`src/rtl/fm_radio_macros.svh`:
```
`ifndef FM_RADIO_MACROS_SVH
`define FM_RADIO_MACROS_SVH

// sample word and input stream widths
`define FM_DATA_SIZE  32
`define FM_BYTE_SIZE  8

// raw I or Q field inside a frame
`define FM_CHAR_SIZE  16

// fixed-point position, scaled up on input and back down at the gain
`define FM_QUANT_BITS 10

// same depth for every fifo in the chain
`define FM_FIFO_DEPTH 128

`endif

```
`src/rtl/fm_radio_pkg.sv`:
```
`include "fm_radio_macros.svh"

package fm_radio_pkg;

    // signed sample on every path after the frame reader
    typedef logic signed [`FM_DATA_SIZE-1:0] sample_t;

    // one input frame: raw bytes in arrival order, or the two fields
    // byte 0 lands in bits 7:0, so both fields come out little-endian
    typedef union packed {
        logic [`FM_DATA_SIZE/`FM_BYTE_SIZE-1:0][`FM_BYTE_SIZE-1:0] bytes;
        struct packed {
            logic [`FM_CHAR_SIZE-1:0] q;
            logic [`FM_CHAR_SIZE-1:0] i;
        } fields;
    } iq_frame_t;

endpackage

```
`src/rtl/stereo_matrix.sv`:
```
`timescale 1ns/100ps

module stereo_matrix (
    input  logic                  clock,
    input  logic                  i_rst,
    input  fm_radio_pkg::sample_t i_lpr_dout,
    input  logic                  i_lpr_empty,
    output logic                  o_lpr_rd_en,
    input  fm_radio_pkg::sample_t i_lmr_dout,
    input  logic                  i_lmr_empty,
    output logic                  o_lmr_rd_en,
    output logic                  o_left_wr_en,
    output fm_radio_pkg::sample_t o_left_din,
    input  logic                  i_left_full,
    output logic                  o_right_wr_en,
    output fm_radio_pkg::sample_t o_right_din,
    input  logic                  i_right_full
);

    import fm_radio_pkg::*;

    sample_t sum;
    sample_t diff;
    logic    go;
    logic    wr_pending;

    // (l+r) + (l-r) = 2l, (l+r) - (l-r) = 2r
    assign sum  = i_lpr_dout + i_lmr_dout;
    assign diff = i_lpr_dout - i_lmr_dout;

    // one registered write in flight at a time, so a sampled
    // full flag cannot be stale when the write lands
    assign go = !i_lpr_empty && !i_lmr_empty && !i_left_full && !i_right_full
                && !wr_pending;

    assign o_lpr_rd_en   = go;
    assign o_lmr_rd_en   = go;
    assign o_left_wr_en  = wr_pending;
    assign o_right_wr_en = wr_pending;

    always_ff @(posedge clock) begin
        if (go) begin
            o_left_din  <= sum;
            o_right_din <= diff;
        end
    end

    always_ff @(posedge clock) begin
        if (i_rst) begin
            wr_pending <= 1'b0;
        end else begin
            wr_pending <= go;
        end
    end

endmodule

```
`config.mk`:
```
export PLATFORM = sky130hd
export DESIGN_NAME = stereo_matrix
export DESIGN_NICKNAME = d
export VERILOG_FILES = /design/src/rtl/fm_radio_pkg.sv /design/src/rtl/stereo_matrix.sv
export VERILOG_INCLUDE_DIRS = /design/src /design/src/rtl
export SDC_FILE = /design/constraint.sdc
export NUM_CORES = 1
export LEC_CHECK = 0
export BUFFER_PORTS_ARGS = -buffer_cell sky130_fd_sc_hd__buf_2
export CAP_MARGIN = 30
export CORE_MARGIN = 4
export CORE_UTILIZATION = 51
export CTS_BUF_LIST = sky130_fd_sc_hd__clkbuf_4 sky130_fd_sc_hd__clkbuf_8
export DETAILED_ROUTE_END_ITERATION = 8
export PLACE_DENSITY = 0.89
export SLEW_MARGIN = 10
export SYNTH_ARGS = -nofsm -noshare
export SYNTH_HDL_FRONTEND = slang
export SYNTH_SLANG_ARGS = --single-unit
```
`constraint.sdc`:
```
create_clock -name clock -period 3.8 [get_ports clock]
set_input_delay 0.19 -clock clock [delete_from_list [all_inputs] [get_ports clock]]
set_output_delay 0.19 -clock clock [all_outputs]
set_load 0.02 [all_outputs]
```
==> results.json <==
{
  "layout_commonest_cell": "buf_2",
  "slew_headroom_pct": 54.8,
  "max_freq_mhz": 353,
  "final_cell_mix": "137 x buf_2, 68 x a21oi_1, 67 x inv_1",
  "seq_area_frac_synth_pct": 34.5,
  "final_core_util_pct": 62.1,
  "cp_data_arrival_time_ns": 2.95,
  "syn_area_per_cell_sq_um": 9.24,
  "cap_violations": 0,
  "status": "finished clean",
  "initial_utilization_pct": 53.0,
  "synth_flop_cell": "edfxtp_1",
  "antenna_left": 0,
  "endpoint_kind": "register",
  "final_layout_size_suffix_gt1_share_pct": 23.5,
  "syn_inst": 600,
  "critPathMostFrequentCell": "o21ai_0",
  "path_max_fanout": 4,
  "drt-total-wl_microns": 16000,
  "cts.reportedPaths.clkPinSlew_ns": 0.09,
  "syn-num-nets": 734,
  "drtPass1Iterations": 6,
  "synth_enable_flop_cells": 63,
  "die_w_microns": 112,
  "ys_ff_latch": 64,
  "first_iter_violations": 574,
  "numCtsBuffers": 9,
  "fin_crit_sh_pct": 74.6,
  "num_io_pins": 138,
  "crit_family": "compound AO/OA/AOI/OAI gates",
  "rows": 37,
  "timing.final.crit_period_ns": 2.84,
  "h-tree-depth": 3,
  "cts_resized": 0,
  "slowest_delay_ns": 0.43,
  "overflow": 0,
  "cellLeakagePower_nw": 2.87,
  "fin_cells": 865,
  "dpl.cell_count": 848,
  "worstMarginPinSlew_ns": 0.672,
  "cts_buffer_depth": 2,
  "gp_congestion": 0.960,
  "setup_ws_ns": 0.964,
  "syn_area_sq_mm": 0.00555,
  "antenna_cells": 0,
  "rsz0062_at_grt": "false",
  "port_buffers": 137,
  "dpl.hpwl_microns": 12500,
  "crit_path_top_delay_cell": "fa_1",
  "cts_tree": "done",
  "place_ws_ns": 0.688,
  "post-route-cell-area_sq_mm": 0.00649,
  "cts_setup_buffers": 0,
  "syn_to_final_growth_pct": 17.1,
  "grt_antenna_before_repair": 0,
  "clock_skew_ns": 0.0149,
  "vias": 5183,
  "fp.dieArea_sq_mm": 0.0126,
  "grt_max_degree": 32,
  "cts_num_sinks": 64,
  "dieHeight_microns": 112,
  "drc": 0,
  "critical_path_buf_inv_count": 2,
  "power_density_mw_per_mm2": 342,
  "grt_pass1_wl_microns": 25200,
  "dpl_cell_area_sq_mm": 0.00629,
  "cts_hold_buf": 1,
  "clock_latency_ns": 0.36,
  "cts-root-buf": "clkbuf_8",
  "slew_violations": 0,
  "yosysWarnings": 0,
  "via_per_inst": 5.99,
  "async_flop_share_pct": 0,
  "crit_path_start_kind": "input pin",
  "first_global_vias": 5011,
  "ir_worst_vdd_uv": 180,
  "cp.required_ns": 3.92,
  "track_usage_pct": 24.7,
  "coreArea_sq_mm": 0.0105,
  "fin_tns_setup_ns": 0,
  "setup_violations": 0,
  "yosysUniqueCellTypes": 71,
  "routedWlPerCell_microns": 18.5,
  "finalNetCount": 858,
  "hp-class": "input pin to register",
  "critical_path_class": "input pin to register",
  "cp_cell_sequence": "buf_2 -> inv_1 -> ha_1 -> fa_1 -> nand3b_1 -> a31oi_1 -> o21ai_0 -> o221ai_1 -> o21bai_1 -> o32a_1 -> o21ai_0 -> xnor2_1",
  "hold_violations": 0
}
-- layer usage --
metal	wire, microns	up-vias	part of all wire, %	track usage [%]
li1	-	2393	-	-
met1	6690	2440	42	33.3
met2	7630	320	48	41.7
met3	1460	30	9.1	3.72
met4	208	0	1.3	6.49
met5	0	-	0	0
-- per-stage QoR --
stage / power [mW] / hold slack [ns]
3_3_place_gp: 1.58 / 0.357
2_1_floorplan: 1.39 / 0.267
3_5_place_dp: 1.60 / 0.370
6_report: 2.22 / 0.0561
4_1_cts: 2.21 / 0.0447
5_1_grt: 2.33 / 0.0477
-- cell usage after synthesis (all sizes together), types with 7 or more instances --
| cell type | count | area (sq um) |
|---|---|---|
| nor2 | 48 | 180 |
| nand3 | 13 | 65.1 |
| nand2 | 22 | 82.6 |
| o21a | 7 | 52.6 |
| buf | 14 | 86.3 |
| inv | 67 | 251 |
| o21ai | 23 | 119 |
| clkbuf | 13 | 48.8 |
| o21bai | 14 | 105 |
| edfxtp | 63 | 1890 |
| xor2 | 9 | 78.8 |
| nor3 | 12 | 60.1 |
| o31ai | 9 | 72.6 |
| nor2b | 9 | 56.3 |
| ha | 62 | 776 |
| xnor2 | 47 | 412 |
| a21oi | 68 | 340 |
| a21o | 16 | 120 |
-- state kept, by name, indices dropped and copies added (netlist names) --
| name | cells |
|---|---|
| o_left_din | 32 |
| o_left_wr_en | 1 |
| o_right_din | 31 |
-- kinds of logic (layout without fill, tap and decap cells) --
logic type	after synthesis	count (layout)	share of synthesized area [%]
flip-flops	64	64	34.5
buffers and inverters	94	223	6.97
AO/OA/AOI/OAI	192	192	23.8
multiplexers	1	1	0.181
AND/OR/NAND/NOR	129	129	11.0
adder cells (fa/ha/maj)	64	64	14.7
XOR/XNOR	56	56	8.84
-- power breakdown --
part	internal, mW	switching [mW]
logic	0.298	0.470
clock network	0.303	0.311
registers	0.833	0.00541
-- final cells by class --
| type | instances | area, sq um |
|---|---|---|
| inverter | 67 | 251 |
| clock inverter | 7 | 72.6 |
| timing repair buffer | 140 | 711 |
| fill | 891 | 3970 |
| clock buffer | 9 | 124 |
| tap | 136 | 170 |
| sequential | 64 | 1910 |
| multi-input combinational | 442 | 3250 |
-- final timing paths --
check | startpoint | cells after the start | endpoint | slack, ns
setup reg to reg | o_left_wr_en$_SDFF_PP0_ | 3 | o_left_din[3]$_DFFE_PP_ | 1.68
hold reg to reg | o_left_wr_en$_SDFF_PP0_ | 2 | o_left_wr_en$_SDFF_PP0_ | 0.66
hold / removal | i_lmr_empty | 2 | o_left_wr_en$_SDFF_PP0_ | 0.06
setup / recovery | i_lpr_dout[0] | 12 | o_right_din[28]$_DFFE_PP_ | 0.96
(Power assumes the default switching activity.)
