`config.mk`:
```
export PLATFORM = sky130hd
export DESIGN_NAME = fifo
export DESIGN_NICKNAME = d
export VERILOG_FILES = /design/src/rtl/fifo.sv
export VERILOG_INCLUDE_DIRS = /design/src /design/src/rtl
export SDC_FILE = /design/constraint.sdc
export NUM_CORES = 2
export LEC_CHECK = 0
export ABC_CLOCK_PERIOD_IN_PS = 6050
export CORE_MARGIN = 1.5
export CORE_UTILIZATION = 35
export CTS_CLUSTER_SIZE = 24
export DETAILED_ROUTE_END_ITERATION = 6
export DONT_BUFFER_PORTS = 1
export GPL_ROUTABILITY_DRIVEN = 0
export GPL_TIMING_DRIVEN = 0
export SYNTH_ARGS = -nofsm -noshare
export SYNTH_HDL_FRONTEND = slang
export SYNTH_SLANG_ARGS = --single-unit
export TNS_END_PERCENT = 10
```
`constraint.sdc`:
```
create_clock -name clock -period 6.05 [get_ports clock]
set_input_delay 1.21 -clock clock [delete_from_list [all_inputs] [get_ports clock]]
set_output_delay 1.21 -clock clock [all_outputs]
set_load 0.005 [all_outputs]
```
`src/rtl/fm_radio_macros.svh`:
```
`ifndef FM_RADIO_MACROS_SVH
`define FM_RADIO_MACROS_SVH

// sample word and input stream widths
`define FM_DATA_SIZE  32
`define FM_BYTE_SIZE  8

// raw I or Q field inside a frame
`define FM_CHAR_SIZE  16

// fixed-point position, scaled up on input and back down at the gain
`define FM_QUANT_BITS 10

// same depth for every fifo in the chain
`define FM_FIFO_DEPTH 128

`endif

```
`src/rtl/fifo.sv`:
```
`timescale 1ns/100ps
`include "fm_radio_macros.svh"

module fifo #(
    parameter int FIFO_DATA_WIDTH  = `FM_DATA_SIZE,
    parameter int FIFO_BUFFER_SIZE = `FM_FIFO_DEPTH
) (
    input  logic                       clock,
    input  logic                       i_rst,
    input  logic                       i_wr_en,
    input  logic [FIFO_DATA_WIDTH-1:0] i_din,
    output logic                       o_full,
    input  logic                       i_rd_en,
    output logic [FIFO_DATA_WIDTH-1:0] o_dout,
    output logic                       o_empty
);

    localparam int PTR_WIDTH = $clog2(FIFO_BUFFER_SIZE);
    localparam int CNT_WIDTH = $clog2(FIFO_BUFFER_SIZE + 1);

    logic [FIFO_DATA_WIDTH-1:0] mem [FIFO_BUFFER_SIZE];
    logic [PTR_WIDTH-1:0]       wr_ptr;
    logic [PTR_WIDTH-1:0]       rd_ptr;
    logic [CNT_WIDTH-1:0]       count;
    logic                       do_wr;
    logic                       do_rd;

    function automatic logic [PTR_WIDTH-1:0] next_ptr(input logic [PTR_WIDTH-1:0] ptr);
        if (ptr == PTR_WIDTH'(FIFO_BUFFER_SIZE - 1)) begin
            return '0;
        end
        return ptr + PTR_WIDTH'(1);
    endfunction

    assign do_wr = i_wr_en && !o_full;
    assign do_rd = i_rd_en && !o_empty;

    always_ff @(posedge clock) begin
        if (do_wr) begin
            mem[wr_ptr] <= i_din;
        end
    end

    always_ff @(posedge clock) begin
        if (i_rst) begin
            wr_ptr <= '0;
            rd_ptr <= '0;
            count  <= '0;
        end else begin
            if (do_wr) begin
                wr_ptr <= next_ptr(wr_ptr);
            end
            if (do_rd) begin
                rd_ptr <= next_ptr(rd_ptr);
            end
            count <= count + CNT_WIDTH'(do_wr) - CNT_WIDTH'(do_rd);
        end
    end

    // first word falls through, head is visible while not empty
    assign o_dout  = mem[rd_ptr];
    assign o_empty = (count == '0);
    assign o_full  = (count == CNT_WIDTH'(FIFO_BUFFER_SIZE));

endmodule

```
==> flow_metrics.py <==
metrics = {
    "outcome": {
        "status": "complete, but fails checks",
        "failed_checks": "negative setup slack",
    },
    "clocking": {
        "cts_root_buffer": "clkbuf_16",
        "h-tree-depth": 5,
        "postCtsHoldBufs": 0,
        "cts_sinks": 4125,
        "cts_tree": "built",
        "path_clk_slew_ns": 0.06,
        "clock_latency_ns": 0.96,
        "cts_max_path_buffers": 4,
        "numCtsBuffers": 414,
    },
    "place": {
        "numPortBuffers": 0,
        "hpwl_um": 282000,
        "place_worst_setup_slack_ns": -1.25,
    },
    "synth": {
        "synth_area_sq_um": 158000,
        "syn_nets": 7491,
        "yosysTopAreaCellShare_pct": 78.0,
        "syn_area_per_cell_sq_um": 21.2,
        "synth.distinct_cells": 45,
        "yosys.area.top_type": "edfxtp_1",
        "async_reset_ff_share_pct": 0,
        "ys.flop_type": "edfxtp_1",
        "syn_inst": 7440,
        "synth-seq-cells": 4125,
        "ys_seq_area_share_pct": 78.4,
        "synth_most_common_cell": "edfxtp_1",
        "netlist_top_cells_area": "edfxtp_1 (78%), mux4_2 (9.6%), mux2i_1 (5.1%), a22oi_1 (1.8%), clkbuf_1 (0.59%)",
        "yosys_warnings": 0,
        "ys_top_cells_by_count": "edfxtp_1 (4,096), mux2i_1 (800), mux4_2 (672), a22oi_1 (384), clkbuf_1 (249)",
        "synth-edff-count": 4096,
    },
    "worst_setup_path": {
        "rr_startpoint": "count[2]",
        "crit_path_start_kind": "flop",
        "path_buf_inv": 4,
        "worst_r2r_endpoint": "mem[110][8]",
        "critPathSlowestCell": "a221oi_4",
        "crit_path_end": "o_dout[16]",
        "endpoint_kind": "output port",
        "max_stage_delay_ns": 1.05,
        "critPathKind": "flop to output port",
        "cp.required_ns": 4.84,
        "crit_path_cell_trace": "buf_6 > buf_12 > buf_16 > buf_12 > mux4_2 > a22oi_2 > nand4_1 > a221oi_4 > or3b_4",
        "cpMostUsedCell": "buf_12",
        "cp.depth": 9,
        "r2r_slack_ns": 0.65,
        "arrival_ns": 4.97,
        "r2r.worst_path.cells": 10,
        "path_max_fanout": 10,
        "critical_path.top_delay_family": "compound AO/OA/AOI/OAI gates",
    },
    "route": {
        "dr.first_iter.drc_count": 10100,
        "finalWirelength_um": 436000,
        "drc": 0,
        "antenna_left": 0,
        "first_pass_iters": 6,
        "vias": 78800,
        "wire_per_inst_um": 30.4,
        "vias_per_cell": 5.50,
    },
    "cells_and_area": {
        "fin_nets": 8038,
        "seq_area_sq_um": 124000,
        "utilization_pct": 41.1,
        "syn2layout_area_growth_pct": 16.8,
        "drive_above_1_share_pct": 23.0,
        "multi_input_area_sq_um": 34000,
        "final.fill_count": 38900,
    },
    "timing": {
        "drv_slew": 0,
        "rsz0062_at_grt": "true",
        "fin_setup_tns_ns": -0.475,
        "worst_slack_ns": -0.128,
        "clock.fmax_mhz": 162,
        "tightest_slew_ns": 1.43,
        "fin_skew_ns": 0.0627,
        "final.period_utilization_pct": 102,
        "period_needed_ns": 6.18,
        "fin_hold_ws_ns": 0.358,
        "setup_violations": 9,
        "hold_viol_final": 0,
        "relSlewSlack_pct": 4.69,
    },
    "power": {
        "p_sw_mw": 15.0,
        "powerDensity_nw_per_um2": 347,
        "leakagePower_nw": 54.4,
        "pwr-share-seq_pct": 49.3,
        "p_comb_share_pct": 11.0,
        "p_clk_share_pct": 39.7,
        "power_mw": 64.0,
        "peakVddDrop_uv": 274,
        "switching_share_pct": 23.4,
        "internal_power_mw": 49.0,
    },
    "floorplan": {
        "coreArea_sq_um": 449000,
        "fp-row-count": 246,
        "ioPinCount": 70,
        "die_w_um": 674,
        "die_h_um": 674,
        "die-area_sq_um": 455000,
        "initial_utilization_pct": 35.1,
    },
    "run": {
        "cap_violations": 0,
    },
    "min_path": {
        "worstHoldPathType": "input port to flop",
    },
    "global_routing": {
        "grtUsageTotal_pct": 18.7,
        "grt_max_degree": 129,
        "grt_pass1_wl_um": 606000,
        "antenna_found_initial": 46,
        "grt_pass1_vias": 78100,
        "overflow": 0,
    },
}
-- flip-flops by register name, indices dropped and copies added, names as in the netlist, named ones only --
name    count
mem      4096
count       8
rd_ptr      7
wr_ptr      7
-- logic make-up (layout without fill, tap and decap cells) --
family	after synthesis	in the layout	synth area share, %
buffers and inverters	443	1343	1.25
flip-flops	4125	4125	78.4
other	0	37	0
AO/OA/AOI/OAI	725	725	3.48
AND/OR/NAND/NOR	645	645	2.02
multiplexers	1472	1472	14.7
adder cells (fa/ha/maj)	15	15	0.124
XOR/XNOR	15	15	0.0833
-- worst min-delay path by stage --
stage	end	slack, ns	from	depth (start not counted)
global placement	rd_ptr[1]	0.52	rd_ptr[1]	2
detailed placement	rd_ptr[1]	0.55	rd_ptr[1]	2
floorplan	flop	0.49	rd_ptr[1]	2
CTS	mem[126][16]	0.30	i_din[16]	0
global route	mem[27][30]	0.33	i_din[30]	0
finish	mem[24][10]	0.36	i_din[10]	0
-- cell usage in the layout (no fill, tap or decap), types with 38 or more instances in the layout --
cell,count
edfxtp_1,4096
mux2i_1,800
mux4_2,672
clkbuf_16,423
a22oi_1,346
clkbuf_1,233
nand2_1,150
nand3_1,130
nor2_4,129
a21oi_1,106
clkinv_1,94
clkinv_2,82
a221oi_1,73
nand4_1,72
buf_12,71
buf_2,66
buf_16,64
clkbuf_2,59
buf_4,47
nor2b_1,42
bufinv_16,39
a22oi_2,38
-- power by group through the flow --
stage               logic (mW)  registers (mW)  clock network, mW
floorplan                 4.20            32.1                  0
global placement          6.63            32.1                  0
detailed placement        6.68            32.1                  0
CTS                       7.06            31.5               25.7
global route              7.30            31.5               26.7
finish                    7.03            31.5               25.4
-- stage by stage --
stage          instances  area [sq um]
3_3_place_gp       13400        165000
5_1_grt            14300        184000
3_5_place_dp       13500        169000
4_1_cts            14300        184000
2_1_floorplan       7440        158000
6_report           14300        184000
-- area by class of cell --
cell class / count / share of cell area (%)
flip-flops and latches: 4125 / 67.1
multi-input cells: 2872 / 18.5
clock buffers: 521 / 6.01
well taps: 5952 / 4.04
repair buffers: 135 / 1.69
plain buffers: 425 / 1.35
clock inverters: 248 / 1.27
diodes: 37 / 0.0503
inverters: 14 / 0.0285
-- per-layer routing --
metal,vias to the layer above,wire length [um],part of all wire [%],GRT usage (%)
li1,32500,-,-,-
met1,42000,173000,40,25.3
met2,3686,206000,47,30.1
met3,666,36900,8.5,3.36
met4,10,20000,4.6,7.65
met5,-,74,0.017,0
-- timing repair --
action | in CTS | in global routing
endpoints found under the hold margin | 0 | 0
buffers inserted | 3 | 0
setup endpoints to repair | 32 | 29
gates resized for setup | 392 | 26
pin swaps | 61 | 8
(Power assumes the default switching activity.)
