<file path="config.mk">
export PLATFORM = sky130hd
export DESIGN_NAME = gain
export DESIGN_NICKNAME = d
export VERILOG_FILES = /design/src/rtl/fm_radio_pkg.sv /design/src/rtl/gain.sv
export VERILOG_INCLUDE_DIRS = /design/src /design/src/rtl
export SDC_FILE = /design/constraint.sdc
export NUM_CORES = 1
export LEC_CHECK = 0
export ABC_AREA = 1
export BUFFER_PORTS_ARGS = -buffer_cell sky130_fd_sc_hd__buf_4
export CAP_MARGIN = 10
export CORE_MARGIN = 5
export CORE_UTILIZATION = 37
export CTS_CLUSTER_DIAMETER = 100
export CTS_CLUSTER_SIZE = 25
export DETAILED_ROUTE_END_ITERATION = 10
export PLACE_DENSITY = 0.61
export SYNTH_ARGS = -nofsm -noshare
export SYNTH_HDL_FRONTEND = slang
export SYNTH_SLANG_ARGS = --single-unit
export TNS_END_PERCENT = 30
</file>
<file path="constraint.sdc">
create_clock -name clock -period 7.7 [get_ports clock]
set_input_delay 1.54 -clock clock [delete_from_list [all_inputs] [get_ports clock]]
set_output_delay 1.54 -clock clock [all_outputs]
set_load 0.02 [all_outputs]
</file>
<file path="src/rtl/fm_radio_macros.svh">
`ifndef FM_RADIO_MACROS_SVH
`define FM_RADIO_MACROS_SVH

// sample word and input stream widths
`define FM_DATA_SIZE  32
`define FM_BYTE_SIZE  8

// raw I or Q field inside a frame
`define FM_CHAR_SIZE  16

// fixed-point position, scaled up on input and back down at the gain
`define FM_QUANT_BITS 10

// same depth for every fifo in the chain
`define FM_FIFO_DEPTH 128

`endif

</file>
<file path="src/rtl/fm_radio_pkg.sv">
`include "fm_radio_macros.svh"

package fm_radio_pkg;

    // signed sample on every path after the frame reader
    typedef logic signed [`FM_DATA_SIZE-1:0] sample_t;

    // one input frame: raw bytes in arrival order, or the two fields
    // byte 0 lands in bits 7:0, so both fields come out little-endian
    typedef union packed {
        logic [`FM_DATA_SIZE/`FM_BYTE_SIZE-1:0][`FM_BYTE_SIZE-1:0] bytes;
        struct packed {
            logic [`FM_CHAR_SIZE-1:0] q;
            logic [`FM_CHAR_SIZE-1:0] i;
        } fields;
    } iq_frame_t;

endpackage

</file>
<file path="src/rtl/gain.sv">
`timescale 1ns/100ps
`include "fm_radio_macros.svh"

module gain (
    input  logic                  clock,
    input  logic                  i_rst,
    input  fm_radio_pkg::sample_t i_volume,
    input  fm_radio_pkg::sample_t i_in_dout,
    input  logic                  i_in_empty,
    output logic                  o_in_rd_en,
    output fm_radio_pkg::sample_t o_out_din,
    output logic                  o_out_wr_en,
    input  logic                  i_out_full
);

    import fm_radio_pkg::*;

    sample_t product;
    logic    result_valid;

    // low word of the product only
    assign product = i_in_dout * i_volume;

    assign o_out_wr_en = result_valid && !i_out_full;
    // refill the result register as it empties
    assign o_in_rd_en  = !i_in_empty && (!result_valid || o_out_wr_en);

    always_ff @(posedge clock) begin
        if (o_in_rd_en) begin
            o_out_din <= product >>> `FM_QUANT_BITS;
        end
    end

    always_ff @(posedge clock) begin
        if (i_rst) begin
            result_valid <= 1'b0;
        end else if (o_in_rd_en) begin
            result_valid <= 1'b1;
        end else if (o_out_wr_en) begin
            result_valid <= 1'b0;
        end
    end

endmodule

</file>
==> metrics.log <==
INFO  metric drt.antenna.violating_nets = 0
INFO  metric met3_length = slightly below 3000 µm
INFO  metric area_growth = 11.9%
INFO  metric clk_path_buf_depth = 2
INFO  metric die_area = between 50,000 and 60,000 µm²
INFO  metric met2_length = 22,600 µm
INFO  metric routed_wire_length_per_instance = about 15 µm
INFO  metric endpoint_kind = register
INFO  metric worstRegToRegCells = 2
INFO  metric tritoncts_buffer_count = 3
INFO  metric drcViolationCount = 0
INFO  metric maxCapViolCount = 0
INFO  metric worst_slew_margin_rel = ~75%
INFO  metric post_layout_nets = 3,177
INFO  metric nFillCells = slightly below 5,000
INFO  metric synth.net_count = ~3,100
INFO  metric setup_viol_count_final = 0
INFO  metric core.rowCount = between 80 and 90
INFO  metric timing_worst_slew_pin_value = 0.378 ns
INFO  metric clockRootBuffer = sky130_fd_sc_hd__clkbuf_16
INFO  metric die_width = about 230 µm
INFO  metric drive_above_1_share = between 10% and 20%
INFO  metric ioPinCount = just over 100
INFO  metric hold_path.startpoint = result_valid
INFO  metric layout_worst_path_cycle_share = 97.0%
INFO  metric synth_seq_cells = 23
INFO  metric cts-htree-levels = 1
INFO  metric routed_wl = between 40,000 and 50,000 µm
INFO  metric viasPerCell = roughly 4.5
INFO  metric top_layer_used = met4
INFO  metric worstHoldEndpoint = result_valid
INFO  metric clk_sink_count = 23
INFO  metric final_max_slew_viol_count = 0
INFO  metric crit-reg2reg-capture = o_out_din[21]
INFO  metric grt_first_pass_wirelength = roughly 80,000 µm
INFO  metric floorplan.initialDensity = between 30% and 40%
INFO  metric portBuffers = approximately 100
INFO  metric place_worst_setup_slack = -0.170 ns
INFO  metric total_number_of_yosys_warnings = 0
INFO  metric finalHoldWorstSlack = approximately 0.48 ns
INFO  metric fmax = 134 MHz
INFO  metric hold_path_depth = 2
INFO  metric fp.coreArea = between 40,000 and 50,000 µm²
INFO  metric synth.avg_cell_area = 7.48 µm²
INFO  metric min_period = approximately 7.5 ns
INFO  metric wl_met1 = 21,600 µm
INFO  metric crit_path_max_fanout = 17
INFO  metric cp_data_arrival_time = ~7.5 ns
INFO  metric timing.critical_path.required = approximately 7.7 ns
INFO  metric outcome = finished, final reports clean
INFO  metric chipHeight = between 200 and 250 µm
INFO  metric clkLatencyLatePin = approximately 0.26 ns
INFO  metric postSynthCellCount = about 2,400
INFO  metric sequential_area_share_after_synthesis = roughly 3.7%
INFO  metric setup.reg_to_reg.worst_slack = about 6.6 ns
INFO  metric tritoncts_clock_tree = yes
INFO  metric critPathLaunchType = primary input
INFO  metric min_path_type = reg2reg
INFO  metric synth_area = approximately 18,000 µm²
INFO  metric clock-skew-final = between 0.0007 and 0.0008 ns
INFO  metric diodes = 0
INFO  metric fin_util = around two fifths
INFO  metric detail_route.first_pass.iterations = 5
INFO  metric dr.first_iter.drc_count = ~840
INFO  metric critical_path.reg2reg.startpoint = result_valid
INFO  metric vias = between 10,000 and 15,000
INFO  metric report.final.hold_viol_count = 0
INFO  metric globalRouteTotalUtil = between 15 and 20%
INFO  metric yosys.cell_types.count = between 40 and 50
INFO  metric global_route_overflow = 0
INFO  metric post-dp-hpwl = between 40,000 and 50,000 µm
INFO  metric routabilityCongestion = 0.879
INFO  metric vias_in_the_first_global_route = ~15,000
INFO  metric timing.final.ws_setup = 0.229 ns
INFO  metric clkSlewWorstSetupHoldPaths = ~0.060 ns
INFO  metric cts_hold_buffers = 0
INFO  metric grt_antenna_before_repair = 0
INFO  metric maximum_number_of_pins_on_one_net_before_global_route_repair = 26
INFO  metric crit_type = in2reg
-- routing by layer --
layer,vias to the layer above,track usage [%]
met5,-,0
met4,0,3.67
met3,53,2.49
met2,382,31.0
met1,7050,25.3
li1,6948,-
-- how the worst max path moves through the flow --
stage / start / end / slack (ns) / depth (start not counted)
finish: i_volume[2] / o_out_din[16] / 0.23 / 24
global route: i_in_dout[12] / o_out_din[19] / -0.02 / 23
floorplan: i_volume[12] / o_out_din[20] / 0.04 / 23
global placement: i_in_dout[11] / o_out_din[17] / -0.13 / 25
detailed placement: i_in_dout[11] / o_out_din[17] / -0.17 / 24
CTS: i_volume[2] / o_out_din[17] / 0.1 / 25
-- timing repair --
action	4_1_cts	5_1_grt
resized for setup	0	19
hold endpoints to repair	0	0
setup buffers	0	0
endpoints found under the setup margin	0	10
-- critical path, cell delays in order --
cell and delay (ns):
sky130_fd_sc_hd__buf_4 0.17, sky130_fd_sc_hd__buf_4 0.16, sky130_fd_sc_hd__nand2_1 0.06, sky130_fd_sc_hd__inv_1 0.06, sky130_fd_sc_hd__fa_1 0.47, sky130_fd_sc_hd__fa_1 0.42, sky130_fd_sc_hd__inv_1 0.08, sky130_fd_sc_hd__fa_1 0.45
sky130_fd_sc_hd__fa_1 0.61, sky130_fd_sc_hd__inv_1 0.07, sky130_fd_sc_hd__fa_1 0.51, sky130_fd_sc_hd__inv_1 0.05, sky130_fd_sc_hd__fa_1 0.52, sky130_fd_sc_hd__inv_1 0.05, sky130_fd_sc_hd__fa_1 0.40, sky130_fd_sc_hd__fa_1 0.47
sky130_fd_sc_hd__ha_1 0.33, sky130_fd_sc_hd__a21oi_1 0.23, sky130_fd_sc_hd__o21ai_0 0.14, sky130_fd_sc_hd__a21oi_2 0.20, sky130_fd_sc_hd__nand3_1 0.18, sky130_fd_sc_hd__nand2_1 0.10, sky130_fd_sc_hd__nand2_1 0.06, sky130_fd_sc_hd__xor2_1 0.14
-- stage by stage --
| step | TNS [ns] | std cells | cell area [µm²] |
|---|---|---|---|
| 6_report | 0 | 3219 | 20500 |
| 4_1_cts | 0 | 3219 | 20400 |
| 2_1_floorplan | 0 | 2449 | 18300 |
| 3_3_place_gp | -0.365 | 3215 | 20300 |
| 3_5_place_dp | -0.617 | 3215 | 20300 |
| 5_1_grt | -0.0211 | 3219 | 20500 |
-- synthesized netlist by cell type --
| cell type | n | area (µm²) |
|---|---|---|
| sky130_fd_sc_hd__a21o_1 | 3 | 22.5 |
| sky130_fd_sc_hd__a221oi_1 | 2 | 17.5 |
| sky130_fd_sc_hd__buf_6 | 4 | 45.0 |
| sky130_fd_sc_hd__nand4_1 | 6 | 37.5 |
| sky130_fd_sc_hd__inv_2 | 7 | 26.3 |
| sky130_fd_sc_hd__nor4_1 | 1 | 6.26 |
| sky130_fd_sc_hd__edfxtp_1 | 22 | 661 |
| sky130_fd_sc_hd__nor2_4 | 1 | 11.3 |
| sky130_fd_sc_hd__nor2_2 | 2 | 12.5 |
| sky130_fd_sc_hd__o31ai_4 | 1 | 21.3 |
| sky130_fd_sc_hd__clkbuf_1 | 68 | 255 |
| sky130_fd_sc_hd__clkbuf_2 | 1 | 5.00 |
| sky130_fd_sc_hd__nor3_1 | 7 | 35.0 |
| sky130_fd_sc_hd__nand2_1 | 698 | 2620 |
| sky130_fd_sc_hd__ha_1 | 146 | 1830 |
| sky130_fd_sc_hd__o211ai_1 | 1 | 7.51 |
| sky130_fd_sc_hd__nand4_2 | 1 | 12.5 |
| sky130_fd_sc_hd__a31oi_1 | 2 | 12.5 |
| sky130_fd_sc_hd__buf_4 | 16 | 120 |
| sky130_fd_sc_hd__nand3_1 | 44 | 220 |
| sky130_fd_sc_hd__a21boi_0 | 1 | 7.51 |
| sky130_fd_sc_hd__o21ai_2 | 1 | 8.76 |
| sky130_fd_sc_hd__a21oi_1 | 37 | 185 |
| sky130_fd_sc_hd__o21a_1 | 3 | 22.5 |
| sky130_fd_sc_hd__buf_2 | 14 | 70.1 |
| sky130_fd_sc_hd__nand2_2 | 8 | 50.1 |
| sky130_fd_sc_hd__o221a_2 | 1 | 11.3 |
| sky130_fd_sc_hd__and3_1 | 1 | 6.26 |
| sky130_fd_sc_hd__o21bai_1 | 4 | 30.0 |
| sky130_fd_sc_hd__fa_1 | 407 | 8150 |
| sky130_fd_sc_hd__o221ai_1 | 1 | 8.76 |
| sky130_fd_sc_hd__xor2_1 | 22 | 193 |
| sky130_fd_sc_hd__buf_1 | 10 | 37.5 |
| sky130_fd_sc_hd__nand2_4 | 2 | 22.5 |
| sky130_fd_sc_hd__dfxtp_1 | 1 | 20.0 |
| sky130_fd_sc_hd__o21bai_4 | 1 | 18.8 |
| sky130_fd_sc_hd__o21ai_1 | 1 | 5.00 |
| sky130_fd_sc_hd__inv_1 | 839 | 3150 |
| sky130_fd_sc_hd__o21ai_0 | 15 | 75.1 |
| sky130_fd_sc_hd__nand3b_4 | 1 | 20.0 |
| sky130_fd_sc_hd__nand3b_1 | 3 | 22.5 |
| sky130_fd_sc_hd__nor2_1 | 31 | 116 |
| sky130_fd_sc_hd__xnor2_1 | 12 | 105 |
-- placed cells by master, fill, tap and decap left out, types with 2 or more instances in the layout --
master / count
sky130_fd_sc_hd__nand2_4: 2
sky130_fd_sc_hd__nand2_2: 9
sky130_fd_sc_hd__xnor2_1: 12
sky130_fd_sc_hd__a21oi_2: 8
sky130_fd_sc_hd__a21o_1: 3
sky130_fd_sc_hd__nand3_1: 44
sky130_fd_sc_hd__nor3_1: 6
sky130_fd_sc_hd__a31oi_1: 2
sky130_fd_sc_hd__a21oi_1: 29
sky130_fd_sc_hd__inv_1: 839
sky130_fd_sc_hd__clkbuf_16: 3
sky130_fd_sc_hd__nor2_1: 30
sky130_fd_sc_hd__ha_1: 143
sky130_fd_sc_hd__o21a_1: 3
sky130_fd_sc_hd__ha_4: 2
sky130_fd_sc_hd__buf_12: 7
sky130_fd_sc_hd__nand3b_1: 3
sky130_fd_sc_hd__buf_4: 207
sky130_fd_sc_hd__nor2_2: 2
sky130_fd_sc_hd__xor2_1: 22
sky130_fd_sc_hd__o21ai_2: 2
sky130_fd_sc_hd__nand4_1: 6
sky130_fd_sc_hd__inv_2: 7
sky130_fd_sc_hd__o21bai_1: 4
sky130_fd_sc_hd__o21ai_0: 14
sky130_fd_sc_hd__a221oi_2: 2
sky130_fd_sc_hd__edfxtp_1: 22
sky130_fd_sc_hd__nor2_4: 2
sky130_fd_sc_hd__nand2_1: 697
sky130_fd_sc_hd__fa_1: 407
-- layout make-up --
cell class / instances / area [µm²] / share of cell area [%]
multi-input combinational: 1467 / 14000 / 68.4
sequential: 23 / 681 / 3.32
tap: 664 / 831 / 4.06
inverter: 846 / 3180 / 15.5
timing repair buffer: 215 / 1710 / 8.33
clock buffer: 4 / 78.8 / 0.385
-- kinds of logic (layout without fill, tap and decap cells) --
| logic type | after synthesis | in the layout | synth area share [%] |
|---|---|---|---|
| AO/OA/AOI/OAI | 74 | 74 | 2.48 |
| XOR/XNOR | 34 | 34 | 1.63 |
| adder cells (fa/ha/maj) | 553 | 553 | 54.5 |
| buffers and inverters | 959 | 1065 | 20.3 |
| flip-flops | 23 | 23 | 3.72 |
| AND/OR/NAND/NOR | 806 | 806 | 17.4 |
-- state kept, by name (all words and copies together), names as in the netlist --
| name | cells |
|---|---|
| result_valid | 1 |
| o_out_din | 22 |
Power is not shown: default switching activity piles up to over one toggle a cycle in this logic, so the estimate is an artifact.
