==> config.mk <==
export PLATFORM = sky130hd
export DESIGN_NAME = read_iq
export DESIGN_NICKNAME = d
export VERILOG_FILES = /design/src/rtl/fm_radio_pkg.sv /design/src/rtl/read_iq.sv
export VERILOG_INCLUDE_DIRS = /design/src /design/src/rtl
export SDC_FILE = /design/constraint.sdc
export NUM_CORES = 1
export LEC_CHECK = 0
export BUFFER_PORTS_ARGS = -buffer_cell sky130_fd_sc_hd__clkbuf_2
export CORE_MARGIN = 4
export CORE_UTILIZATION = 45
export CTS_BUF_LIST = sky130_fd_sc_hd__clkbuf_2 sky130_fd_sc_hd__clkbuf_4 sky130_fd_sc_hd__clkbuf_8
export CTS_CLUSTER_DIAMETER = 40
export DETAILED_ROUTE_END_ITERATION = 8
export GPL_TIMING_DRIVEN = 0
export PLACE_DENSITY = 0.79
export SLEW_MARGIN = 20
export SYNTH_ARGS = -nofsm -noshare
export SYNTH_HDL_FRONTEND = slang
export SYNTH_SLANG_ARGS = --single-unit
==> constraint.sdc <==
create_clock -name clock -period 1.7 [get_ports clock]
set_input_delay 0.085 -clock clock [delete_from_list [all_inputs] [get_ports clock]]
set_output_delay 0.085 -clock clock [all_outputs]
set_load 0.02 [all_outputs]
==> src/rtl/fm_radio_macros.svh <==
`ifndef FM_RADIO_MACROS_SVH
`define FM_RADIO_MACROS_SVH

// sample word and input stream widths
`define FM_DATA_SIZE  32
`define FM_BYTE_SIZE  8

// raw I or Q field inside a frame
`define FM_CHAR_SIZE  16

// fixed-point position, scaled up on input and back down at the gain
`define FM_QUANT_BITS 10

// same depth for every fifo in the chain
`define FM_FIFO_DEPTH 128

`endif

==> src/rtl/fm_radio_pkg.sv <==
`include "fm_radio_macros.svh"

package fm_radio_pkg;

    // signed sample on every path after the frame reader
    typedef logic signed [`FM_DATA_SIZE-1:0] sample_t;

    // one input frame: raw bytes in arrival order, or the two fields
    // byte 0 lands in bits 7:0, so both fields come out little-endian
    typedef union packed {
        logic [`FM_DATA_SIZE/`FM_BYTE_SIZE-1:0][`FM_BYTE_SIZE-1:0] bytes;
        struct packed {
            logic [`FM_CHAR_SIZE-1:0] q;
            logic [`FM_CHAR_SIZE-1:0] i;
        } fields;
    } iq_frame_t;

endpackage

==> src/rtl/read_iq.sv <==
`timescale 1ns/100ps
`include "fm_radio_macros.svh"

module read_iq (
    input  logic                      clock,
    input  logic                      i_rst,
    input  logic [`FM_BYTE_SIZE-1:0]  i_in_dout,
    input  logic                      i_in_empty,
    output logic                      o_in_rd_en,
    input  logic                      i_i_full,
    input  logic                      i_q_full,
    output logic                      o_out_wr_en,
    output fm_radio_pkg::sample_t     o_i_out,
    output fm_radio_pkg::sample_t     o_q_out
);

    import fm_radio_pkg::*;

    iq_frame_t  frame;
    logic [1:0] byte_cnt;
    logic       frame_valid;

    // no popping while a finished frame waits for room downstream
    assign o_in_rd_en  = !i_in_empty && !frame_valid;
    assign o_out_wr_en = frame_valid && !i_i_full && !i_q_full;

    always_ff @(posedge clock) begin
        if (o_in_rd_en) begin
            frame.bytes[byte_cnt] <= i_in_dout;
        end
    end

    always_ff @(posedge clock) begin
        if (i_rst) begin
            byte_cnt    <= 2'd0;
            frame_valid <= 1'b0;
        end else begin
            if (o_in_rd_en) begin
                byte_cnt <= byte_cnt + 2'd1;
                // fourth byte completes the frame
                if (byte_cnt == 2'd3) begin
                    frame_valid <= 1'b1;
                end
            end
            if (o_out_wr_en) begin
                frame_valid <= 1'b0;
            end
        end
    end

    // sign extend each 16-bit field, then move it to fixed point
    assign o_i_out = sample_t'($signed(frame.fields.i)) <<< `FM_QUANT_BITS;
    assign o_q_out = sample_t'($signed(frame.fields.q)) <<< `FM_QUANT_BITS;

endmodule

==> reports/results.ini, run 1 <==
[outcome]
status=complete, no violations

[yosys]
postSynthAreaPerCell_um2=16.0
synth.cell_area_um2=1410
ys_warn_count=0
synth-seq-cells=35
ys_seq_area_frac=0.725
synth_cell_type_count=15
syn_inst=88

[sta]
slew_violations=0
min_period_ns=1.52
finalSetupViolations=0
rsz0062_at_grt=false
fin_worst_skew_ns=0.00794
hold_viol_final=0
layout_worst_path_cycle_share=0.893
fmax_mhz=659
finalSetupTns_ns=0

[floorplan]
coreArea_um2=3030
die_area_um2=4090
ios=79
die_y_um=64.0
initial_core_util=0.465
die_w_um=64.0
rows=20

[final_layout]
final_nets=198
drive_gt1_frac=0.533
finish.utilization=0.651
n_antenna_cell=0
finalInstanceArea_um2=1970
synthToLayoutAreaGrowth_pct=40.0

[power]
power_density_nw_per_um2=829
peakVddDrop_uv=519
finalPower_mw=1.63
power_leakage_nw=0.919

[global_route]
grt_overflow=0
groute.usage.overall=0.138
grt_pass1_wl_um=4210
grt_max_degree=11
grt_pass1_vias=913
antenna_found_initial=0

[cts]
clock_latency_ns=0.33
cts.sinks=35
cts_root_buf=clkbuf_4
cts_buffers=5
cts_tree=built
path_clk_slew_ns=0.09
cts.path.max_buffers=2
htree_levels=2

[setup_path]
path_class=reg -> reg
arrival_ns=1.54
endpoint_kind=register
crit_fanout=8
cp.required_ns=1.73
worstSetupStartpointType=register

[route]
drt-initial-drc-count=6
wire_per_inst_um=12.0
drtPass1Iterations=3
drc=0
vias=909
wl_um=2710
viasPerCell=4.02
ant_nets=0

[place]
place_area_um2=1830
numPortBuffers=58
place_congestion=0.645

[min_path]
min_path_type=in -> reg

[run]
cap_violations=0

[report_power, final]
group	switching, mW	internal, mW
logic	0.139	0.0896
registers	0.0128	0.974
clock network	0.249	0.169
[worst max-delay path: stages (launching register included)]
cell and delay (ns):
dfxtp_1 0.42, ha_1 0.18, or3b_1 0.41, clkinvlp_4 0.20
[state kept, by name, indices dropped and copies added, names as in the netlist]
signal,cells
frame,32
byte_cnt,2
frame_valid,1
[worst paths after layout]
path / start / end / cells past startpoint / slack [ns]
setup / recovery: byte_cnt[0] / frame[30] / 3 / 0.18
hold / removal: i_q_full / frame_valid / 3 / 0.06
setup reg to reg: byte_cnt[0] / frame[30] / 3 / 0.18
hold reg to reg: frame_valid / frame_valid / 2 / 0.54
[cell usage after synthesis]
master	n	area, µm²
conb_1	1	3.75
or3b_1	1	8.76
buf_4	32	240
inv_1	3	11.3
edfxtp_1	32	961
nor3b_1	1	7.51
o31ai_1	1	7.51
o21ai_0	2	10.0
nor2_1	1	3.75
and2_1	3	18.8
a21oi_1	2	10.0
ha_1	4	50.1
or3_1	1	6.26
or4b_1	1	10.0
dfxtp_1	3	60.1
[per-layer routing]
layer,GRT usage,vias to the layer above,wire [µm]
met5,0,-,0
met2,0.248,60,1380
met3,0.0527,7,344
li1,-,442,-
met4,0.0647,0,50
met1,0.139,400,937
[cell usage in the layout (no fill, tap or decap)]
cell type      synthesis  final
o21ai_0                2      2
buf_4                 32     32
clkinvlp_4             0      1
or3_1                  1      1
conb_1                 1     20
dlygate4sd3_1          0      9
and2_1                 3      3
edfxtp_1              32     32
nor2_1                 1      1
clkinv_1               0      2
or3b_1                 1      1
a21oi_1                2      2
inv_1                  3      2
clkbuf_2               0     58
or4b_1                 1      1
nor3b_1                1      1
o31ai_1                1      1
clkbuf_4               0      6
ha_1                   4      4
dfxtp_1                3      3
[cell families (layout without fill, tap and decap cells)]
logic type      count (synthesis)  after routing  synth area share
flops                          35             35             0.725
fa+ha+maj                       4              4            0.0355
buf+inv                        35            110             0.179
compound gates                  5              5            0.0195
other cells                     1             20           0.00266
simple gates                    8              8            0.0391
[per-stage QoR]
stage / hold slack, ns / setup WS (ns) / instances
final: 0.0641 / 0.182 / 226
after global routing: 0.0829 / 0.109 / 226
after CTS: 0.0644 / 0.0766 / 226
after detailed placement: 0.296 / 0.126 / 209
after global placement: 0.289 / 0.147 / 209
after floorplan: 0.154 / 0.296 / 107
[area by class of cell]
| type | count | area [µm²] |
|---|---|---|
| Buffer | 32 | 240 |
| Clock buffer | 6 | 45.0 |
| Clock inverter | 2 | 7.51 |
| Fill cell | 254 | 1060 |
| Inverter | 3 | 15.0 |
| Multi-Input combinational cell | 37 | 208 |
| Sequential cell | 35 | 1020 |
| Tap cell | 44 | 55.1 |
| Timing Repair Buffer | 67 | 380 |
[repair_timing]
| action | in CTS | in global routing |
|---|---|---|
| hold buffers | 9 | 0 |
| endpoints found under the setup margin | 0 | 5 |
| resized for setup | 0 | 1 |
| setup buffers | 0 | 0 |
| hold endpoints to repair | 35 | 0 |
No activity file was read; power rests on OpenSTA's default activity.
==> run 2, diff against run 1 <==
--- a/config.mk
+++ b/config.mk
@@ -8,12 +8,12 @@
 export LEC_CHECK = 0
 export BUFFER_PORTS_ARGS = -buffer_cell sky130_fd_sc_hd__clkbuf_2
 export CORE_MARGIN = 4
-export CORE_UTILIZATION = 45
+export CORE_UTILIZATION = 49
 export CTS_BUF_LIST = sky130_fd_sc_hd__clkbuf_2 sky130_fd_sc_hd__clkbuf_4 sky130_fd_sc_hd__clkbuf_8
 export CTS_CLUSTER_DIAMETER = 40
 export DETAILED_ROUTE_END_ITERATION = 8
 export GPL_TIMING_DRIVEN = 0
-export PLACE_DENSITY = 0.79
+export PLACE_DENSITY = 0.85
 export SLEW_MARGIN = 20
 export SYNTH_ARGS = -nofsm -noshare
 export SYNTH_HDL_FRONTEND = slang
==> constraint.sdc (replaced) <==
create_clock -name clock -period 1.89 [get_ports clock]
set_input_delay 0.0945 -clock clock [delete_from_list [all_inputs] [get_ports clock]]
set_output_delay 0.0945 -clock clock [all_outputs]
set_load 0.02 [all_outputs]
==> reports/results.ini, run 2 (synthesis results as in run 1) <==
[outcome]
status=complete, no violations

[setup_path]
crit_fanout=8  ; unchanged
endpoint_kind=register
worstSetupStartpointType=register
reg2reg_from=byte_cnt[0]
reg2reg_depth=3  ; unchanged
r2r_slack_ns=0.33  ; +0.15 ns
cp.required_ns=1.88  ; +0.15 ns
path_class=reg -> reg
arrival_ns=1.56  ; +0.02 ns
timing.rr.end=frame[31]

[global_route]
grt_max_degree=11  ; unchanged
grt_use_met1=0.118  ; -0.0204
groute.usage.overall=0.138  ; about the same
grt_busiest_layer=met2
grt_overflow=0  ; unchanged
global_route.usage.met3=0.0776  ; +0.0248
grt_pass1_wl_um=3490  ; -17%
grt_use_met2=0.254  ; +0.00637
antenna_found_initial=0  ; unchanged
grt_pass1_vias=797  ; -13%

[sta]
finalSetupViolations=0  ; unchanged
slew_violations=0  ; unchanged
min_period_ns=1.56  ; +0.0446 ns
finalSetupTns_ns=0  ; unchanged
fmax_mhz=640  ; -2.9%
fin_worst_skew_ns=0.00851  ; +0.000567 ns
layout_worst_path_cycle_share=0.827  ; -0.0662
rsz0062_at_grt=false
hold_viol_final=0  ; unchanged

[power]
peakVddDrop_uv=621  ; +20%
power_density_nw_per_um2=784  ; -5.5%
p_switching_mw=0.356  ; -11%
finalPower_mw=1.55  ; -5.5%
power_leakage_nw=0.940  ; +2.3%
intPower_mw=1.19  ; -3.6%
clkPwrFrac=0.294  ; +0.038
power_frac_seq=0.574  ; -0.030
p_sw_frac=0.230  ; -0.0152
pwr-share-comb=0.132  ; -0.008

[floorplan]
initial_core_util=0.511  ; +0.0456
die_w_um=61.6  ; -3.7%
rows=19  ; -5.0%
coreArea_um2=2760  ; -8.9%
die_area_um2=3800  ; -7.2%
ios=79  ; unchanged
die_y_um=61.6  ; -3.7%

[cts]
clock_latency_ns=0.33  ; about the same
cts.repair_timing.setup_buffer_count=0  ; unchanged
path_clk_slew_ns=0.10  ; about the same
cts.path.max_buffers=2  ; unchanged
cts_tree=built
cts_buffers=5  ; unchanged
htree_levels=2  ; unchanged
cts_root_buf=clkbuf_4
cts.sinks=35  ; unchanged

[route]
vias=899  ; -1.1%
drtPass1Iterations=4  ; +1
viasPerCell=4.22  ; +4.9%
wl_um=2580  ; -5.0%
wire_per_inst_um=12.1  ; +0.83%
drc=0  ; unchanged
ant_nets=0  ; unchanged
drt-initial-drc-count=7  ; +1

[min_path]
min_from=i_in_empty
min_path_type=in -> reg
hold_depth=3  ; unchanged
hold_end=byte_cnt[0]

[final_layout]
n_antenna_cell=0  ; unchanged
fill_cells=192  ; -24%
final_nets=198  ; unchanged
final_cell_mix=clkbuf_2 (58), buf_4 (32), edfxtp_1 (32)
final_common_cell=clkbuf_2
drive_gt1_frac=0.538  ; +0.00549
largest_reg_flops=32  ; unchanged
multiInputGateArea_um2=208  ; unchanged
synthToLayoutAreaGrowth_pct=40.0  ; unchanged
regArea_um2=1020  ; unchanged

[place]
dp_hpwl_um=2030
numPortBuffers=58  ; unchanged
place_congestion=0.737  ; +14%

[run]
cap_violations=0  ; unchanged

==> run 2: changes by cell type in the layout (fill, tap and decap cells not counted) <==
cell | previous run | this run
inv_1 | 2 | 3
clkbuf_8 | 0 | 2
clkinvlp_4 | 1 | 0
clkinv_1 | 2 | 0
==> run 2: how the worst max path moves through the flow <==
stage / from / endpoint / slack (ns) / cells after the start
CTS: byte_cnt[0] / frame[24] / 0.28 / 3
floorplan: frame_valid / frame[0] / 0.49 / 2
detailed placement: byte_cnt[0] / frame[30] / 0.29 / 3
finish: byte_cnt[0] / frame[31] / 0.33 / 3
global placement: byte_cnt[0] / frame[31] / 0.35 / 3
global route: byte_cnt[0] / frame[24] / 0.25 / 3
==> run 2: power by group through the flow <==
stage | Sequential (mW) | Combinational, mW | Clock (mW)
floorplan | 0.934 | 0.103 | 0
global placement | 0.903 | 0.184 | 0
detailed placement | 0.906 | 0.188 | 0
CTS | 0.888 | 0.203 | 0.478
global route | 0.890 | 0.222 | 0.499
finish | 0.887 | 0.204 | 0.455
==> run 2: final cells by class <==
cell class / instances / share of cell area
flip-flops and latches: 35 / 0.518
multi-input cells: 37 / 0.105
inverters: 3 / 0.00571
plain buffers: 32 / 0.122
repair buffers: 67 / 0.193
clock buffers: 8 / 0.0368
well taps: 31 / 0.0197
==> run 2: repair_timing <==
| item | CTS | global route |
|---|---|---|
| setup endpoints to repair | 0 | 0 |
| hold buffers | 9 | 0 |
| gates resized for setup | 0 | 0 |
| hold endpoints to repair | 35 | 0 |
==> run 2: stage by stage <==
| step | area, µm² | hold WS [ns] | worst slack, ns | instances | utilization |
|---|---|---|---|---|---|
| finish | 1970 | 0.0864 | 0.328 | 213 | 0.715 |
| global route | 1970 | 0.0723 | 0.247 | 213 | 0.715 |
| CTS | 1970 | 0.0576 | 0.282 | 213 | 0.715 |
| detailed placement | 1810 | 0.318 | 0.290 | 196 | 0.656 |
| global placement | 1810 | 0.295 | 0.346 | 196 | 0.656 |
| floorplan | 1480 | 0.164 | 0.486 | 107 | - |
==> run 2: per-layer routing <==
layer	vias to the layer above	share of wire
met3	3	0.15
met4	0	0.014
met2	60	0.52
met5	-	0
met1	395	0.31
li1	441	-
==> run 2: critical path, cell delays in order, from the launching register on <==
cell and delay [ns]:
dfxtp_1 0.41, ha_1 0.15, or3b_1 0.36, inv_1 0.30
